File: config.mk
export PLATFORM = sky130hd
export DESIGN_NAME = instrDecode
export DESIGN_NICKNAME = d
export VERILOG_FILES = /design/src/source/decodePkg.sv /design/src/source/decodeCtrl.sv /design/src/source/decodeImm.sv /design/src/source/decodeOperands.sv /design/src/source/decodePrec.sv /design/src/source/instrDecode.sv /design/src/source/stageReg.sv
export SDC_FILE = /design/constraint.sdc
export NUM_CORES = 1
export LEC_CHECK = 0
export ABC_AREA = 1
export BUFFER_PORTS_ARGS = -buffer_cell sky130_fd_sc_hd__buf_4
export CORE_MARGIN = 2
export CORE_UTILIZATION = 46
export DETAILED_ROUTE_END_ITERATION = 6
export PLACE_DENSITY = 0.75
export SLEW_MARGIN = 40
export SYNTH_ARGS = -nofsm -noshare
export SYNTH_HDL_FRONTEND = slang
export SYNTH_SLANG_ARGS = --single-unit
File: constraint.sdc
create_clock -name clk -period 1.5 [get_ports clk]
set_input_delay 0.3 -clock clk [delete_from_list [all_inputs] [get_ports clk]]
set_output_delay 0.3 -clock clk [all_outputs]
set_load 0.01 [all_outputs]
File: src/source/decodePkg.sv
package decodePkg;

	// ==================================================
	// Widths
	// ==================================================

	localparam int instrWidth = 40;
	localparam int immWidth = 64;

	// A whole instruction word as it arrives from fetch
	typedef logic [instrWidth-1:0] instr_t;

	// Register numbers cover 64 architectural registers
	typedef logic [5:0] regNum_t;

	// ==================================================
	// Field positions
	// ==================================================

	// Opcode and Rt sit at the same place in every format
	localparam int opLsb = 0;
	localparam int opMsb = 6;
	localparam int rtLsb = 7;
	localparam int rtMsb = 12;

	// Source registers of the register and three-source formats
	localparam int raLsb = 13;
	localparam int raMsb = 18;
	localparam int rbLsb = 19;
	localparam int rbMsb = 24;
	localparam int rcLsb = 25;
	localparam int rcMsb = 30;

	// Precision field, one position per format
	localparam int precRegLsb = 31;
	localparam int precRegMsb = 32;
	localparam int precLongLsb = 19;
	localparam int precLongMsb = 20;
	localparam int precShortLsb = 16;
	localparam int precShortMsb = 17;
	localparam int prec3Lsb = 34;
	localparam int prec3Msb = 35;

	// Immediates always run up to the top bit of the word
	localparam int immLongLsb = 21;
	localparam int immLongMsb = 39;
	localparam int immLongWidth = immLongMsb - immLongLsb + 1;
	localparam int immShortLsb = 18;
	localparam int immShortMsb = 39;
	localparam int immShortWidth = immShortMsb - immShortLsb + 1;

	// ==================================================
	// Encodings
	// ==================================================

	// Codes not listed here are undefined and decode as a no-op
	typedef enum logic [6:0] {
		OP_R2    = 7'h02,
		OP_CSR   = 7'h03,
		OP_ADDI  = 7'h04,
		OP_SUBFI = 7'h05,
		OP_CMPI  = 7'h06,
		OP_MULI  = 7'h07,
		OP_ANDI  = 7'h08,
		OP_ORI   = 7'h09,
		OP_EORI  = 7'h0A,
		OP_CHK   = 7'h0B,
		OP_MOV   = 7'h0F,
		OP_ADDSI = 7'h14,
		OP_ANDSI = 7'h18,
		OP_ORSI  = 7'h19,
		OP_EORSI = 7'h1A,
		OP_BSR   = 7'h20,
		OP_SHIFT = 7'h2E,
		OP_FLT3  = 7'h2F,
		OP_NOP   = 7'h7F
	} opcode_t;

	typedef enum logic [1:0] {
		PREC8  = 2'd0,
		PREC16 = 2'd1,
		PREC32 = 2'd2,
		PREC64 = 2'd3
	} prec_t;

	typedef enum logic [2:0] {
		UNIT_NONE,
		UNIT_ALU,
		UNIT_MUL,
		UNIT_FPU,
		UNIT_BRANCH,
		UNIT_CSR
	} unit_t;

	// One record per instruction, handed to the issue logic
	typedef struct packed {
		opcode_t opcode;
		unit_t unit;
		prec_t prec;
		regNum_t rt;
		regNum_t ra;
		regNum_t rb;
		regNum_t rc;
		logic rtWrite;
		logic [immWidth-1:0] imm;
	} decoded_t;

endpackage

File: src/source/decodeCtrl.sv
`timescale 1ns/100ps

module decodeCtrl (
	input logic clk,
	input logic rst,
	input logic inValid,
	input logic outReady,
	output logic inReady,
	output logic outValid,
	output logic load1,
	output logic load2
);

	// One full bit per stage
	logic full1;
	logic full2;

	// ==================================================
	// Handshake and load enables
	// ==================================================

	// Stage two can take a record when it is empty or its record leaves this cycle
	assign load2 = full1 && (!full2 || outReady);

	// Stage one accepts when it is empty or its content moves on
	assign inReady = !full1 || load2;
	assign load1 = inValid && inReady;

	assign outValid = full2;

	// ==================================================
	// Occupancy
	// ==================================================

	always_ff @(posedge clk)
	begin
		if (rst)
		begin
			full1 <= 1'b0;
			full2 <= 1'b0;
		end
		else
		begin
			// A new word wins over a drain in the same cycle
			if (load1)
				full1 <= 1'b1;
			else if (load2)
				full1 <= 1'b0;
			// Stage two refills or empties when its record is taken
			if (load2)
				full2 <= 1'b1;
			else if (outReady)
				full2 <= 1'b0;
		end
	end

endmodule

File: src/source/decodeImm.sv
`timescale 1ns/100ps

module decodeImm (
	input decodePkg::instr_t instr,
	output logic [decodePkg::immWidth-1:0] imm
);

	decodePkg::opcode_t op;

	assign op = decodePkg::opcode_t'(instr[decodePkg::opMsb:decodePkg::opLsb]);

	// Sign bit of each immediate is the top bit of the word
	always_comb
	begin
		case (op)
		// The branch displacement reuses the long immediate layout
		decodePkg::OP_ADDI, decodePkg::OP_SUBFI, decodePkg::OP_CMPI,
		decodePkg::OP_MULI, decodePkg::OP_ANDI, decodePkg::OP_ORI,
		decodePkg::OP_EORI, decodePkg::OP_BSR:
		begin
			imm = {
				{(decodePkg::immWidth - decodePkg::immLongWidth){instr[decodePkg::immLongMsb]}},
				instr[decodePkg::immLongMsb:decodePkg::immLongLsb]
			};
		end
		decodePkg::OP_ADDSI, decodePkg::OP_ORSI, decodePkg::OP_ANDSI,
		decodePkg::OP_EORSI:
		begin
			imm = {
				{(decodePkg::immWidth - decodePkg::immShortWidth){instr[decodePkg::immShortMsb]}},
				instr[decodePkg::immShortMsb:decodePkg::immShortLsb]
			};
		end
		// No constant in any other format
		default:
		begin
			imm = '0;
		end
		endcase
	end

endmodule

File: src/source/decodeOperands.sv
`timescale 1ns/100ps

module decodeOperands (
	input decodePkg::instr_t instr,
	output decodePkg::regNum_t rt,
	output decodePkg::regNum_t ra,
	output decodePkg::regNum_t rb,
	output decodePkg::regNum_t rc,
	output logic rtWrite,
	output decodePkg::unit_t unit
);

	decodePkg::opcode_t op;

	assign op = decodePkg::opcode_t'(instr[decodePkg::opMsb:decodePkg::opLsb]);

	// Rt has the same position in every format
	assign rt = instr[decodePkg::rtMsb:decodePkg::rtLsb];

	// Source fields, zero where the format has none
	always_comb
	begin
		ra = '0;
		rb = '0;
		rc = '0;
		rtWrite = (rt != '0);
		unit = decodePkg::UNIT_ALU;
		case (op)
		decodePkg::OP_R2:
		begin
			ra = instr[decodePkg::raMsb:decodePkg::raLsb];
			rb = instr[decodePkg::rbMsb:decodePkg::rbLsb];
		end
		decodePkg::OP_ADDI, decodePkg::OP_SUBFI, decodePkg::OP_CMPI,
		decodePkg::OP_ANDI, decodePkg::OP_ORI, decodePkg::OP_EORI:
		begin
			ra = instr[decodePkg::raMsb:decodePkg::raLsb];
		end
		decodePkg::OP_MULI:
		begin
			ra = instr[decodePkg::raMsb:decodePkg::raLsb];
			unit = decodePkg::UNIT_MUL;
		end
		// Short immediate ops are two-address, Rt is also the source
		decodePkg::OP_ADDSI, decodePkg::OP_ORSI, decodePkg::OP_ANDSI,
		decodePkg::OP_EORSI:
		begin
			ra = rt;
		end
		decodePkg::OP_SHIFT, decodePkg::OP_FLT3:
		begin
			ra = instr[decodePkg::raMsb:decodePkg::raLsb];
			rb = instr[decodePkg::rbMsb:decodePkg::rbLsb];
			rc = instr[decodePkg::rcMsb:decodePkg::rcLsb];
			if (op == decodePkg::OP_FLT3)
				unit = decodePkg::UNIT_FPU;
		end
		decodePkg::OP_MOV:
		begin
			unit = decodePkg::UNIT_ALU;
		end
		// BSR writes the link register, CHK only traps
		decodePkg::OP_BSR:
		begin
			unit = decodePkg::UNIT_BRANCH;
		end
		decodePkg::OP_CHK:
		begin
			rtWrite = 1'b0;
			unit = decodePkg::UNIT_BRANCH;
		end
		decodePkg::OP_CSR:
		begin
			unit = decodePkg::UNIT_CSR;
		end
		// NOP and undefined codes touch no unit and write nothing
		default:
		begin
			rtWrite = 1'b0;
			unit = decodePkg::UNIT_NONE;
		end
		endcase
	end

endmodule

File: src/source/decodePrec.sv
`timescale 1ns/100ps

module decodePrec (
	input decodePkg::instr_t instr,
	output decodePkg::prec_t prec
);

	// Each format keeps its two precision bits at a different place
	function automatic decodePkg::prec_t fnPrec(input decodePkg::instr_t ir);
		decodePkg::opcode_t op;
		op = decodePkg::opcode_t'(ir[decodePkg::opMsb:decodePkg::opLsb]);
		case (op)
		decodePkg::OP_R2:
			fnPrec = decodePkg::prec_t'(ir[decodePkg::precRegMsb:decodePkg::precRegLsb]);
		// Long immediate ops share one layout
		decodePkg::OP_ADDI, decodePkg::OP_SUBFI, decodePkg::OP_CMPI,
		decodePkg::OP_MULI, decodePkg::OP_ANDI, decodePkg::OP_ORI,
		decodePkg::OP_EORI:
			fnPrec = decodePkg::prec_t'(ir[decodePkg::precLongMsb:decodePkg::precLongLsb]);
		// Short immediate ops give up Ra to widen the constant
		decodePkg::OP_ADDSI, decodePkg::OP_ORSI, decodePkg::OP_ANDSI,
		decodePkg::OP_EORSI:
			fnPrec = decodePkg::prec_t'(ir[decodePkg::precShortMsb:decodePkg::precShortLsb]);
		decodePkg::OP_SHIFT, decodePkg::OP_FLT3:
			fnPrec = decodePkg::prec_t'(ir[decodePkg::prec3Msb:decodePkg::prec3Lsb]);
		// Checks, CSR access, moves, branches and undefined codes work on full registers
		default:
			fnPrec = decodePkg::PREC64;
		endcase
	endfunction

	assign prec = fnPrec(instr);

endmodule

File: src/source/instrDecode.sv
`timescale 1ns/100ps

module instrDecode (
	input logic clk,
	input logic rst,
	input logic inValid,
	input decodePkg::instr_t instr,
	output logic inReady,
	output logic outValid,
	output decodePkg::decoded_t decoded,
	input logic outReady
);

	logic load1;
	logic load2;
	decodePkg::instr_t instr1;
	decodePkg::decoded_t dec1;

	decodeCtrl u_decodeCtrl (
		.clk(clk),
		.rst(rst),
		.inValid(inValid),
		.outReady(outReady),
		.inReady(inReady),
		.outValid(outValid),
		.load1(load1),
		.load2(load2)
	);

	// ==================================================
	// Stage one holds the raw word
	// ==================================================

	stageReg #(.payload_t(decodePkg::instr_t)) u_stage1 (
		.clk(clk),
		.rst(rst),
		.load(load1),
		.d(instr),
		.q(instr1)
	);

	// The three decoders work on the stage one word in parallel
	assign dec1.opcode = decodePkg::opcode_t'(instr1[decodePkg::opMsb:decodePkg::opLsb]);

	decodePrec u_decodePrec (
		.instr(instr1),
		.prec(dec1.prec)
	);

	decodeImm u_decodeImm (
		.instr(instr1),
		.imm(dec1.imm)
	);

	decodeOperands u_decodeOperands (
		.instr(instr1),
		.rt(dec1.rt),
		.ra(dec1.ra),
		.rb(dec1.rb),
		.rc(dec1.rc),
		.rtWrite(dec1.rtWrite),
		.unit(dec1.unit)
	);

	// Stage two holds the finished record
	stageReg #(.payload_t(decodePkg::decoded_t)) u_stage2 (
		.clk(clk),
		.rst(rst),
		.load(load2),
		.d(dec1),
		.q(decoded)
	);

endmodule

File: src/source/stageReg.sv
`timescale 1ns/100ps

module stageReg #(
	parameter type payload_t = logic [31:0]
) (
	input logic clk,
	input logic rst,
	input logic load,
	input payload_t d,
	output payload_t q
);

	// Holds its payload until the control module loads a new one
	always_ff @(posedge clk)
	begin
		if (rst)
			q <= '0;
		else if (load)
			q <= d;
	end

endmodule
==> metrics.txt, run 1 <==
row count=35; fraction of final layout cells sized beyond drive strength 1=0.303; Worst path slowest cell=sky130_fd_sc_hd__dfxtp_4; remaining global-route overflow=0; final-report max-slew violation count=0; sum of net half-perimeters after detailed placement=8650 um; Avg WL per Cell=13.7 um; average vias per placed instance=5.03; CP Class=reg2reg; r2r endpoint=u_stage2.q[82]$_SDFFE_PP0P_; end point of the most critical hold path=u_stage1.q[38]$_SDFFE_PP0P_; actual transition at the worst max-transition pin=430 ps; Pwr per Cell Area=959 nW/um^2; Initial Util=0.478; clk sink count=101; minimum period implied by the final worst setup slack=1440 ps; max-cap violation count=0; detailed-router iteration count before antenna repair=6; Max Clock Freq=approximately 700 MHz; net switching power figure=1.65 mW; final period utilization=0.957; fraction of power spent switching nets=0.296; number of failing hold endpoints at the final stage=0; final routed wirelength across all metal layers=approximately 12000 um; worst r2r path cells=7; number of inserted diodes=0; multi-input gate area in the final layout=1840 um^2; synthesized netlist cell count=around 620; number of DRC violations after detailed-routing iteration 0=248; area growth from synthesis to layout=30.4%; library cell occupying the most area in the post-synthesis netlist=sky130_fd_sc_hd__dfxtp_1; worst min-delay path class=in2reg; flop and latch count out of synthesis=101; clock buffers created by TritonCTS=9; sequential share of the synthesized area=0.455; number of global-route vias before repair=3763; mean area per synthesized cell=7.20 um^2; worst vdd ir=0.000592 V; CTS max path bufs=2; data arrival time of the worst path=approximately 1700 ps; worst skew pair latency=370 ps; highest net fanout along the worst path=6; root buffer selected by CTS=sky130_fd_sc_hd__clkbuf_8; setup repair after global routing missed its margin=yes; count of cell types in the netlist=26; number of nets with antenna violations after routing=0; Slew Limit Headroom=0.713; CTS clock-pin slew for the worst setup and hold paths=roughly 110 ps; sequential standard cell area=2040 um^2; most frequent CP cell=sky130_fd_sc_hd__nor2_2; required time of the critical path=1800 ps; Final setup violation count=0; number of stages on the worst hold path=3; combined global-route utilization of all metal layers=0.221; Static Leak=2.66 nW; pin count of the biggest net entering global routing=a little under 60; worst stage delay on the critical path=roughly 390 ps; commonest register cell after synthesis=sky130_fd_sc_hd__dfxtp_1; top area cells in the synthesized netlist=sky130_fd_sc_hd__dfxtp_1, sky130_fd_sc_hd__nand2_1, sky130_fd_sc_hd__nor2_1, sky130_fd_sc_hd__buf_4, sky130_fd_sc_hd__o21ai_0; core area=9280 um^2; launch point of the worst reg-to-reg path=u_stage1.q[2]$_SDFFE_PP0P_; global placer's final weighted congestion=between 0.8 and 0.9; antenna violations before repair=0; Hold Startpoint=instr[38]; internal power of the cells=3.91 mW; setup slack on the worst flop-to-flop path=60 ps; Worst Setup Start Kind=flop; Final Hold Slack=185 ps; first-pass GRT wire length=about 18000 um; quantity of I/O buffers inserted on ports=146; H-Tree Level Count=3; chain of cells forming the critical path=nor2_2 > nand2_1 > nor2_1 > nor2_2 > nand4_4 > nand3_1 > a21oi_1; final net count=766; outcome=finished, final reports clean; worst clock skew=12.7 ps; Netlist Area Pre-Place=4440 um^2; residual DRC count=0; post-synthesis net count=661; kind of cell adding the most delay to the critical path=simple AND/OR/NAND/NOR gates; number of enable flip-flop cells after synthesis=0; count of buffering cells on the critical path with inverters included=0; area of the die=10500 um^2; area share of the largest cell type after synthesis=0.455; width of the die=102 um; sort of element at the end of the critical path=flop; routed vias=about 4300; overall die height=102 um; TritonCTS clock tree=built; proportion of power drawn by the clock network=0.296; post-layout total power=5.55 mW; total of warnings raised by yosys=0; ports placed on the boundary=147; number of filler cells placed in the layout=just under 900; share of total power in sequential cells=0.527; Logic pwr share=0.176; share of synthesized registers carrying an async set or reset=0; hold-fix buffer count after cts=0
[worst min-delay path, delay by kind of cell]
family	cells	cell delay, ps
simple gates	1	70
buf+inv	1	70
compound gates	1	70
[state kept, by name, summed over array words and instances, names as in the netlist]
register	cells
u_stage1.q	40
u_stage2.q	59
u_decodeCtrl.outValid	1
u_decodeCtrl.full1	1
[Yosys cell counts (2+ instances only)]
| master | instances |
|---|---|
| sky130_fd_sc_hd__nand2_1 | 127 |
| sky130_fd_sc_hd__dfxtp_1 | 101 |
| sky130_fd_sc_hd__nor2_1 | 85 |
| sky130_fd_sc_hd__o21ai_0 | 62 |
| sky130_fd_sc_hd__a21oi_1 | 56 |
| sky130_fd_sc_hd__buf_4 | 42 |
| sky130_fd_sc_hd__inv_1 | 41 |
| sky130_fd_sc_hd__nand3_1 | 25 |
| sky130_fd_sc_hd__clkbuf_1 | 22 |
| sky130_fd_sc_hd__a31oi_1 | 12 |
| sky130_fd_sc_hd__o21ai_1 | 10 |
| sky130_fd_sc_hd__buf_2 | 7 |
| sky130_fd_sc_hd__nor2_2 | 5 |
| sky130_fd_sc_hd__inv_2 | 4 |
| sky130_fd_sc_hd__buf_6 | 3 |
| sky130_fd_sc_hd__o211ai_1 | 3 |
| sky130_fd_sc_hd__nand2_4 | 2 |
| sky130_fd_sc_hd__nor3_1 | 2 |
[cells by family (layout without fill, tap and decap cells)]
family	Yosys count	count (layout)	synth area share
AND/OR/NAND/NOR	250	250	0.230
AO/OA/AOI/OAI	145	145	0.170
buffers and inverters	121	231	0.145
flip-flops	101	101	0.455
[power by group through the flow]
stage          combinational [mW]  clock [mW]  sequential, mW
5_1_grt                      1.09        1.78            2.94
2_1_floorplan               0.553           0            2.99
6_report                    0.980        1.64            2.93
3_3_place_gp                0.918           0            2.98
4_1_cts                     0.939        1.67            2.92
3_5_place_dp                0.936           0            2.98
[layout make-up]
cell class / instances / share of cell area
clock buffer: 9 / 0.0214
clock inverter: 7 / 0.0115
inverter: 46 / 0.0316
multi-input combinational: 395 / 0.318
sequential: 101 / 0.352
tap: 129 / 0.0279
timing repair buffer: 169 / 0.237
[metal layers]
| layer | GRT usage | wire [um] |
|---|---|---|
| met3 | 0.0445 | 832 |
| met4 | 0.0626 | 231 |
| met5 | 0 | 0 |
| met2 | 0.357 | 5380 |
| met1 | 0.301 | 5320 |
[worst max-delay path by stage]
| stage | cells past startpoint | startpoint | slack (ps) | endpoint |
|---|---|---|---|---|
| after floorplan | 7 | u_decodeCtrl.outValid$_SDFFE_PP0P_ | 130 | u_stage1.q[29]$_SDFFE_PP0P_ |
| after global placement | 10 | outReady | -7 | u_stage2.q[11]$_SDFFE_PP0P_ |
| after detailed placement | 10 | outReady | -50 | u_stage2.q[11]$_SDFFE_PP0P_ |
| after CTS | 8 | u_decodeCtrl.outValid$_SDFFE_PP0P_ | 9 | u_stage2.q[11]$_SDFFE_PP0P_ |
| after global routing | 7 | u_stage1.q[4]$_SDFFE_PP0P_ | -20 | u_stage2.q[77]$_SDFFE_PP0P_ |
| final | 7 | u_stage1.q[2]$_SDFFE_PP0P_ | 60 | u_stage2.q[82]$_SDFFE_PP0P_ |
[cells in the final DEF, fill, tap and decap left out, types with 2 or more instances in the layout]
cell	netlist	routed
sky130_fd_sc_hd__inv_6	0	2
sky130_fd_sc_hd__nor2_1	85	80
sky130_fd_sc_hd__nor2_4	1	6
sky130_fd_sc_hd__inv_1	41	39
sky130_fd_sc_hd__o21ai_0	62	59
sky130_fd_sc_hd__buf_4	42	161
sky130_fd_sc_hd__o211ai_1	3	3
sky130_fd_sc_hd__nand3_1	25	24
sky130_fd_sc_hd__dfxtp_2	0	3
sky130_fd_sc_hd__nand2_1	127	123
sky130_fd_sc_hd__dfxtp_4	0	4
sky130_fd_sc_hd__dfxtp_1	101	94
sky130_fd_sc_hd__nor2_2	5	5
sky130_fd_sc_hd__clkbuf_8	0	9
sky130_fd_sc_hd__a21oi_1	56	56
sky130_fd_sc_hd__buf_12	0	7
sky130_fd_sc_hd__inv_2	4	5
sky130_fd_sc_hd__o21ai_1	10	13
sky130_fd_sc_hd__a31oi_1	12	12
sky130_fd_sc_hd__nand2_2	1	5
sky130_fd_sc_hd__nand2_4	2	2
sky130_fd_sc_hd__inv_8	0	2
[what timing repair did]
item / CTS / global route
gates cloned: 0 / 1
setup endpoints to repair: 8 / 41
pin swaps: 1 / 6
gates resized for setup: 3 / 32
setup buffers: 0 / 3
[through the flow]
step                setup TNS (ps)  instance area (um^2)  cells   util  setup WS (ps)
CTS                              0                  5660    852  0.610           8.72
global placement             -8.27                  5460    836  0.588          -6.96
detailed placement           -72.4                  5460    836  0.588          -47.9
global route                  -102                  5790    856  0.624          -21.3
finish                           0                  5790    856  0.624           64.8
floorplan                        0                  4440    617      -            130
(Power assumes the default switching activity.)
==> run 2: changes to the inputs <==
--- a/config.mk
+++ b/config.mk
@@ -10,7 +10,7 @@
 export CORE_MARGIN = 2
 export CORE_UTILIZATION = 46
 export DETAILED_ROUTE_END_ITERATION = 6
-export PLACE_DENSITY = 0.75
+export PLACE_DENSITY = 0.81
 export SLEW_MARGIN = 40
 export SYNTH_ARGS = -nofsm -noshare
 export SYNTH_HDL_FRONTEND = slang
==> metrics.txt, run 2 (synthesized netlist as in run 1, its figures left out) <==
final net count=769 (was 766); kind of cell adding the most delay to the critical path=simple AND/OR/NAND/NOR gates (unchanged); Max Clock Freq=692 MHz (was 697 MHz); CTS max path bufs=2 (unchanged); Worst path slowest cell=sky130_fd_sc_hd__dfxtp_1 (was sky130_fd_sc_hd__dfxtp_4); Avg WL per Cell=14.5 um (was 13.7 um); Worst Setup Start Kind=flop (unchanged); first-pass GRT wire length=19100 um (was 18100 um); detailed-router iteration count before antenna repair=5 (was 6); Hold Startpoint=instr[9] (was instr[38]); end point of the most critical hold path=u_stage1.q[9]$_SDFFE_PP0P_ (was u_stage1.q[38]$_SDFFE_PP0P_); core area=9280 um^2 (unchanged); quantity of I/O buffers inserted on ports=146 (unchanged); required time of the critical path=1790 ps (was 1800 ps); sum of net half-perimeters after detailed placement=9030 um (was 8650 um); H-Tree Level Count=3 (unchanged); worst skew pair latency=380 ps (was 370 ps); Final setup violation count=0 (unchanged); actual transition at the worst max-transition pin=413 ps (was 430 ps); number of filler cells placed in the layout=817 (was 868); net switching power figure=1.67 mW (was 1.65 mW); outcome=finished, final reports clean (unchanged); number of stages on the worst hold path=3 (unchanged); register with the highest flop count=u_stage2.q (unchanged); number of global-route vias before repair=3995 (was 3763); final-report max-slew violation count=0 (unchanged); area of the die=10500 um^2 (unchanged); fraction of final layout cells sized beyond drive strength 1=0.310 (was 0.303); number of flip-flops in the largest register=59 (unchanged); number of failing hold endpoints at the final stage=0 (unchanged); most frequent standard cell in the layout excluding fill and tap cells=sky130_fd_sc_hd__buf_4 (unchanged); post-layout total power=5.81 mW (was 5.55 mW); sort of element at the end of the critical path=flop (unchanged); highest net fanout along the worst path=10 (was 6); clk sink count=101 (unchanged); final routed wirelength across all metal layers=12500 um (was 11800 um); worst r2r path cells=8 (was 7); Logic pwr share=0.175 (was 0.176); largest registers ranked by flip-flop count=u_stage2.q (59), u_stage1.q (40) (unchanged); combined global-route utilization of all metal layers=0.231 (was 0.221); number of DRC violations after detailed-routing iteration 0=403 (was 248); Slew Limit Headroom=0.725 (was 0.713); launch point of the worst reg-to-reg path=u_stage1.q[4]$_SDFFE_PP0P_ (was u_stage1.q[2]$_SDFFE_PP0P_); Design Area, Final=5890 um^2 (was 5790 um^2); root buffer selected by CTS=sky130_fd_sc_hd__clkbuf_8 (unchanged); internal power of the cells=4.14 mW (was 3.91 mW); max-cap violation count=0 (unchanged); TritonCTS clock tree=built (unchanged); Pwr per Cell Area=987 nW/um^2 (was 959 nW/um^2); proportion of power drawn by the clock network=0.320 (was 0.296); setup slack on the worst flop-to-flop path=50 ps (was 60 ps); pin count of the biggest net entering global routing=47 (was 58); residual DRC count=0 (unchanged); routed vias=4450 (was 4304); Final Hold Slack=173 ps (was 185 ps); CP Class=reg2reg (unchanged); worst clock skew=16.6 ps (was 12.7 ps); overall die height=102 um (unchanged); minimum period implied by the final worst setup slack=1450 ps (was 1440 ps); final period utilization=0.964 (was 0.957); count of buffering cells on the critical path with inverters included=2 (was 0); number of inserted diodes=0 (unchanged); r2r endpoint=u_stage2.q[10]$_SDFFE_PP0P_ (was u_stage2.q[82]$_SDFFE_PP0P_); setup repair after global routing missed its margin=yes (unchanged); Static Leak=2.70 nW (was 2.66 nW); CTS clock-pin slew for the worst setup and hold paths=110 ps (about the same); placed cell area=5530 um^2 (was 5460 um^2); Initial Util=0.478 (unchanged); global placer's final weighted congestion=0.907 (was 0.879); share of total power in sequential cells=0.504 (was 0.527); worst min-delay path class=in2reg (unchanged); Post-Place Cells=840 (was 836); worst vdd ir=0.000546 V (was 0.000592 V); data arrival time of the worst path=1730 ps (was 1740 ps); ports placed on the boundary=147 (unchanged); sum of negative setup slack=0 ps (unchanged); fraction of power spent switching nets=0.288 (was 0.296); clock buffers created by TritonCTS=9 (unchanged); chain of cells forming the critical path=nor2_2 > nand2_2 > inv_1 > nand3_2 > nand2_4 > buf_12 > nand3_1 > a31oi_1 (was nor2_2 > nand2_1 > nor2_1 > nor2_2 > nand4_4 > nand3_1 > a21oi_1); worst stage delay on the critical path=340 ps (was 390 ps); Final Non-Filler Cells=859 (was 856); average vias per placed instance=5.18 (was 5.03); area growth from synthesis to layout=32.6% (was 30.4%); remaining global-route overflow=0 (unchanged); width of the die=102 um (unchanged); commonest non-fill, non-tap cells in the layout=sky130_fd_sc_hd__buf_4, sky130_fd_sc_hd__nand2_1, sky130_fd_sc_hd__dfxtp_1 (unchanged); antenna violations before repair=0 (unchanged); number of nets with antenna violations after routing=0 (unchanged); row count=35 (unchanged)
[run 2: cell types whose count changed in the layout (fill, tap and decap cells not counted), moves of 2 or more]
| cell | change |
|---|---|
| sky130_fd_sc_hd__nor2_1 | -2 |
| sky130_fd_sc_hd__buf_12 | +3 |
| sky130_fd_sc_hd__o21ai_0 | +3 |
| sky130_fd_sc_hd__o21ai_1 | -3 |
| sky130_fd_sc_hd__nor2_2 | +2 |
[run 2: final cells by class]
type / count / area, um^2 / area share
Clock buffer: 10 / 138 / 0.0234
Clock inverter: 6 / 77.6 / 0.0132
Inverter: 46 / 180 / 0.0306
Multi-Input combinational cell: 395 / 1860 / 0.316
Sequential cell: 101 / 2040 / 0.346
Tap cell: 129 / 161 / 0.0274
Timing Repair Buffer: 172 / 1430 / 0.244
[run 2: per-layer routing]
layer,track usage,part of all wire,vias to the layer above
li1,-,-,2157
met1,0.306,0.42,2041
met2,0.385,0.48,231
met3,0.0369,0.082,21
met4,0.0810,0.022,0
met5,0,0,-
[run 2: worst max-delay path by stage]
stage                                             from                           to  slack [ps]  depth (start not counted)
global route                u_stage1.q[4]$_SDFFE_PP0P_  u_stage2.q[12]$_SDFFE_PP0P_         -40                          8
CTS                         u_stage1.q[5]$_SDFFE_PP0P_   u_stage2.q[3]$_SDFFE_PP0P_           9                          8
detailed placement                            outReady  u_stage2.q[10]$_SDFFE_PP0P_         -40                         10
global placement                              outReady  u_stage2.q[10]$_SDFFE_PP0P_          -3                         10
floorplan           u_decodeCtrl.outValid$_SDFFE_PP0P_  u_stage1.q[29]$_SDFFE_PP0P_         130                          7
finish                      u_stage1.q[4]$_SDFFE_PP0P_  u_stage2.q[10]$_SDFFE_PP0P_          50                          8
[run 2: repair_timing]
item | in CTS | in global routing
buffers inserted | 0 | 2
endpoints found under the setup margin | 7 | 41
hold buffers | 0 | 0
gates resized for setup | 5 | 29
gates cloned | 0 | 1
pin swaps | 0 | 4
[run 2: worst reg2reg max path, cell delays in order, from the launching register on]
cell and delay, ps:
sky130_fd_sc_hd__dfxtp_1 340, sky130_fd_sc_hd__nor2_2 170, sky130_fd_sc_hd__nand2_2 120, sky130_fd_sc_hd__inv_1 100, sky130_fd_sc_hd__nand3_2 130, sky130_fd_sc_hd__nand2_4 130, sky130_fd_sc_hd__buf_12 130, sky130_fd_sc_hd__nand3_1 80
sky130_fd_sc_hd__a31oi_1 150
[run 2: power by group through the flow]
stage,combinational [mW],sequential [mW],clock (mW)
floorplan,0.553,2.99,0
global placement,0.943,2.98,0
detailed placement,0.965,2.98,0
CTS,0.970,2.92,1.86
global route,1.12,2.95,1.97
finish,1.02,2.93,1.86
[run 2: metrics by stage]
| stage | worst slack, ps | util |
|---|---|---|
| 2_1_floorplan | 130 | - |
| 3_3_place_gp | -2.66 | 0.595 |
| 3_5_place_dp | -40.3 | 0.595 |
| 4_1_cts | 9.15 | 0.620 |
| 5_1_grt | -39.8 | 0.634 |
| 6_report | 54.4 | 0.634 |
==> run 3: changes to the inputs <==
--- a/config.mk
+++ b/config.mk
@@ -6,7 +6,7 @@
 export NUM_CORES = 1
 export LEC_CHECK = 0
 export ABC_AREA = 1
-export BUFFER_PORTS_ARGS = -buffer_cell sky130_fd_sc_hd__buf_4
+export BUFFER_PORTS_ARGS = -buffer_cell sky130_fd_sc_hd__buf_2
 export CORE_MARGIN = 2
 export CORE_UTILIZATION = 46
 export DETAILED_ROUTE_END_ITERATION = 6
==> constraint.sdc (replaced) <==
create_clock -name clk -period 1.32 [get_ports clk]
set_input_delay 0.264 -clock clk [delete_from_list [all_inputs] [get_ports clk]]
set_output_delay 0.264 -clock clk [all_outputs]
set_load 0.01 [all_outputs]
==> metrics.txt, run 3 (synthesized netlist as in run 1, its figures left out) <==
root buffer selected by CTS=sky130_fd_sc_hd__clkbuf_8 (unchanged); overall die height=102 um (unchanged); remaining global-route overflow=0 (unchanged); worst vdd ir=0.000645 V (was 0.000546 V); placed cell area=5350 um^2 (was 5530 um^2); CTS clock-pin slew for the worst setup and hold paths=100 ps (was 110 ps); number of stages on the worst hold path=3 (unchanged); Final Worst Setup Slack=-168 ps (was 54.4 ps); row count=35 (unchanged); ports placed on the boundary=147 (unchanged); combined global-route utilization of all metal layers=0.245 (was 0.231); Static Leak=2.96 nW (was 2.70 nW); launch point of the worst reg-to-reg path=u_stage1.q[4]$_SDFFE_PP0P_ (unchanged); quantity of I/O buffers inserted on ports=146 (unchanged); number of failing hold endpoints at the final stage=0 (unchanged); minimum period implied by the final worst setup slack=1490 ps (was 1450 ps); hold-fix buffer count after cts=0 (unchanged); number of DRC violations after detailed-routing iteration 0=534 (was 403); violations in the final reports=setup timing; Hold Startpoint=instr[29] (was instr[9]); final period utilization=1.13 (was 0.964); setup repair after global routing missed its margin=yes (unchanged); core area=9280 um^2 (unchanged); number of nets with antenna violations after routing=0 (unchanged); CTS max path bufs=2 (unchanged); fraction of final layout cells sized beyond drive strength 1=0.405 (was 0.310); Slew Limit Headroom=0.666 (was 0.725); Avg WL per Cell=16.5 um (was 14.5 um); pin count of the biggest net entering global routing=44 (was 47); commonest non-fill, non-tap cells in the layout=sky130_fd_sc_hd__nand2_1, sky130_fd_sc_hd__buf_2, sky130_fd_sc_hd__dfxtp_1 (was sky130_fd_sc_hd__buf_4, sky130_fd_sc_hd__nand2_1, sky130_fd_sc_hd__dfxtp_1); Final Hold Slack=135 ps (was 173 ps); actual transition at the worst max-transition pin=496 ps (was 413 ps); average vias per placed instance=5.36 (was 5.18); largest registers ranked by flip-flop count=u_stage2.q (59), u_stage1.q (40) (unchanged); setup slack on the worst flop-to-flop path=-170 ps (was 50 ps); number of filler cells placed in the layout=672 (was 817); Pwr per Cell Area=1040 nW/um^2 (was 987 nW/um^2); width of the die=102 um (unchanged); detailed-router iteration count before antenna repair=7 (was 5); Design Area, Final=6420 um^2 (was 5890 um^2); worst clock skew=16.1 ps (was 16.6 ps); antenna violations before repair=0 (unchanged); residual DRC count=0 (unchanged); Final setup violation count=79 (was 0); number of global-route vias before repair=4236 (was 3995); register with the highest flop count=u_stage2.q (unchanged); first-pass GRT wire length=20000 um (was 19100 um); global placer's final weighted congestion=0.955 (was 0.907); worst r2r path cells=8 (unchanged); worst min-delay path class=in2reg (unchanged); outcome=finished with violations (was finished, final reports clean); area of the die=10500 um^2 (unchanged); final routed wirelength across all metal layers=14800 um (was 12500 um); post-layout total power=6.67 mW (was 5.81 mW); worst slack, placed=-172 ps (was -40.3 ps); Initial Util=0.478 (unchanged); end point of the most critical hold path=u_stage1.q[29]$_SDFFE_PP0P_ (was u_stage1.q[9]$_SDFFE_PP0P_); most frequent standard cell in the layout excluding fill and tap cells=sky130_fd_sc_hd__nand2_1 (was sky130_fd_sc_hd__buf_4); H-Tree Level Count=3 (unchanged); sum of negative setup slack=-5200 ps (was 0 ps); CP Class=reg2reg (unchanged); Max Clock Freq=672 MHz (was 692 MHz); routed vias=4820 (was 4450); TritonCTS clock tree=built (unchanged); final net count=810 (was 769); number of flip-flops in the largest register=59 (unchanged); Worst Setup Start Kind=flop (unchanged); final-report max-slew violation count=0 (unchanged); number of inserted diodes=0 (unchanged); clock buffers created by TritonCTS=9 (unchanged); worst skew pair latency=380 ps (about the same); sort of element at the end of the critical path=flop (unchanged); r2r endpoint=u_stage2.q[77]$_SDFFE_PP0P_ (was u_stage2.q[10]$_SDFFE_PP0P_); required time of the critical path=1610 ps (was 1790 ps); area growth from synthesis to layout=44.7% (was 32.6%); highest net fanout along the worst path=6 (was 10); clk sink count=101 (unchanged); data arrival time of the worst path=1780 ps (was 1730 ps); max-cap violation count=0 (unchanged); sum of net half-perimeters after detailed placement=9320 um (was 9030 um)
-- run 3: changes by cell type in the layout (fill, tap and decap cells not counted), moves of 4 or more --
cell / previous run / this run
sky130_fd_sc_hd__nand2_1: 124 / 108
sky130_fd_sc_hd__nand3_1: 23 / 17
sky130_fd_sc_hd__o21ai_2: 0 / 6
sky130_fd_sc_hd__dfxtp_4: 3 / 7
sky130_fd_sc_hd__a21oi_1: 55 / 50
sky130_fd_sc_hd__nand2_2: 4 / 13
sky130_fd_sc_hd__nand2_4: 2 / 8
sky130_fd_sc_hd__buf_2: 0 / 102
sky130_fd_sc_hd__a21oi_2: 1 / 6
sky130_fd_sc_hd__buf_4: 161 / 39
sky130_fd_sc_hd__inv_1: 39 / 33
sky130_fd_sc_hd__buf_6: 0 / 59
sky130_fd_sc_hd__o21ai_0: 62 / 54
sky130_fd_sc_hd__nor2_4: 6 / 12
-- run 3: repair_timing --
item / in CTS / in global routing
buffers inserted: 3 / 7
gates cloned: 0 / 8
setup endpoints to repair: 107 / 90
gates resized for setup: 62 / 112
pin swaps: 10 / 11
-- run 3: critical path, cell delays in order, from the launching register on --
cell and delay [ps]:
sky130_fd_sc_hd__dfxtp_2 350, sky130_fd_sc_hd__inv_2 90, sky130_fd_sc_hd__nand2_1 80, sky130_fd_sc_hd__nor2_2 170, sky130_fd_sc_hd__buf_4 150, sky130_fd_sc_hd__nand3_4 100, sky130_fd_sc_hd__nand4_4 160, sky130_fd_sc_hd__nand3_1 100
sky130_fd_sc_hd__a21oi_1 210
-- run 3: worst max-delay path by stage --
| stage | end | slack, ps | cells past startpoint | start |
|---|---|---|---|---|
| 3_3_place_gp | u_stage2.q[80]$_SDFFE_PP0P_ | -120 | 7 | u_stage1.q[2]$_SDFFE_PP0P_ |
| 5_1_grt | u_stage2.q[77]$_SDFFE_PP0P_ | -210 | 8 | u_stage1.q[1]$_SDFFE_PP0P_ |
| 4_1_cts | u_stage2.q[11]$_SDFFE_PP0P_ | -50 | 9 | u_stage1.q[3]$_SDFFE_PP0P_ |
| 2_1_floorplan | u_stage2.q[2]$_SDFFE_PP0P_ | 10 | 8 | u_stage1.q[5]$_SDFFE_PP0P_ |
| 3_5_place_dp | u_stage2.q[79]$_SDFFE_PP0P_ | -170 | 7 | u_stage1.q[2]$_SDFFE_PP0P_ |
| 6_report | u_stage2.q[77]$_SDFFE_PP0P_ | -170 | 8 | u_stage1.q[4]$_SDFFE_PP0P_ |
-- run 3: where the power goes --
part	switching, mW	internal, mW
logic	0.759	0.646
registers	0.145	3.20
clock network	1.15	0.766
-- run 3: layout make-up --
cell class | instances | area (um^2) | area share
multi-input cells | 395 | 2070 | 0.323
flip-flops and latches | 101 | 2050 | 0.319
inverters | 46 | 195 | 0.0304
repair buffers | 213 | 1750 | 0.272
well taps | 129 | 161 | 0.0251
clock buffers | 10 | 138 | 0.0214
clock inverters | 6 | 57.6 | 0.00896
-- run 3: layer usage --
| layer | routed length [um] | GRT usage | vias up |
|---|---|---|---|
| met2 | 7220 | 0.422 | 313 |
| met1 | 5590 | 0.300 | 2216 |
| met3 | 1430 | 0.0390 | 50 |
| met5 | 0 | 0 | - |
| met4 | 600 | 0.117 | 0 |
| li1 | - | - | 2241 |
-- run 3: through the flow --
stage,util,cells
after global placement,0.576,866
after global routing,0.692,900
after detailed placement,0.576,866
after CTS,0.621,885
after floorplan,-,617
final,0.692,900
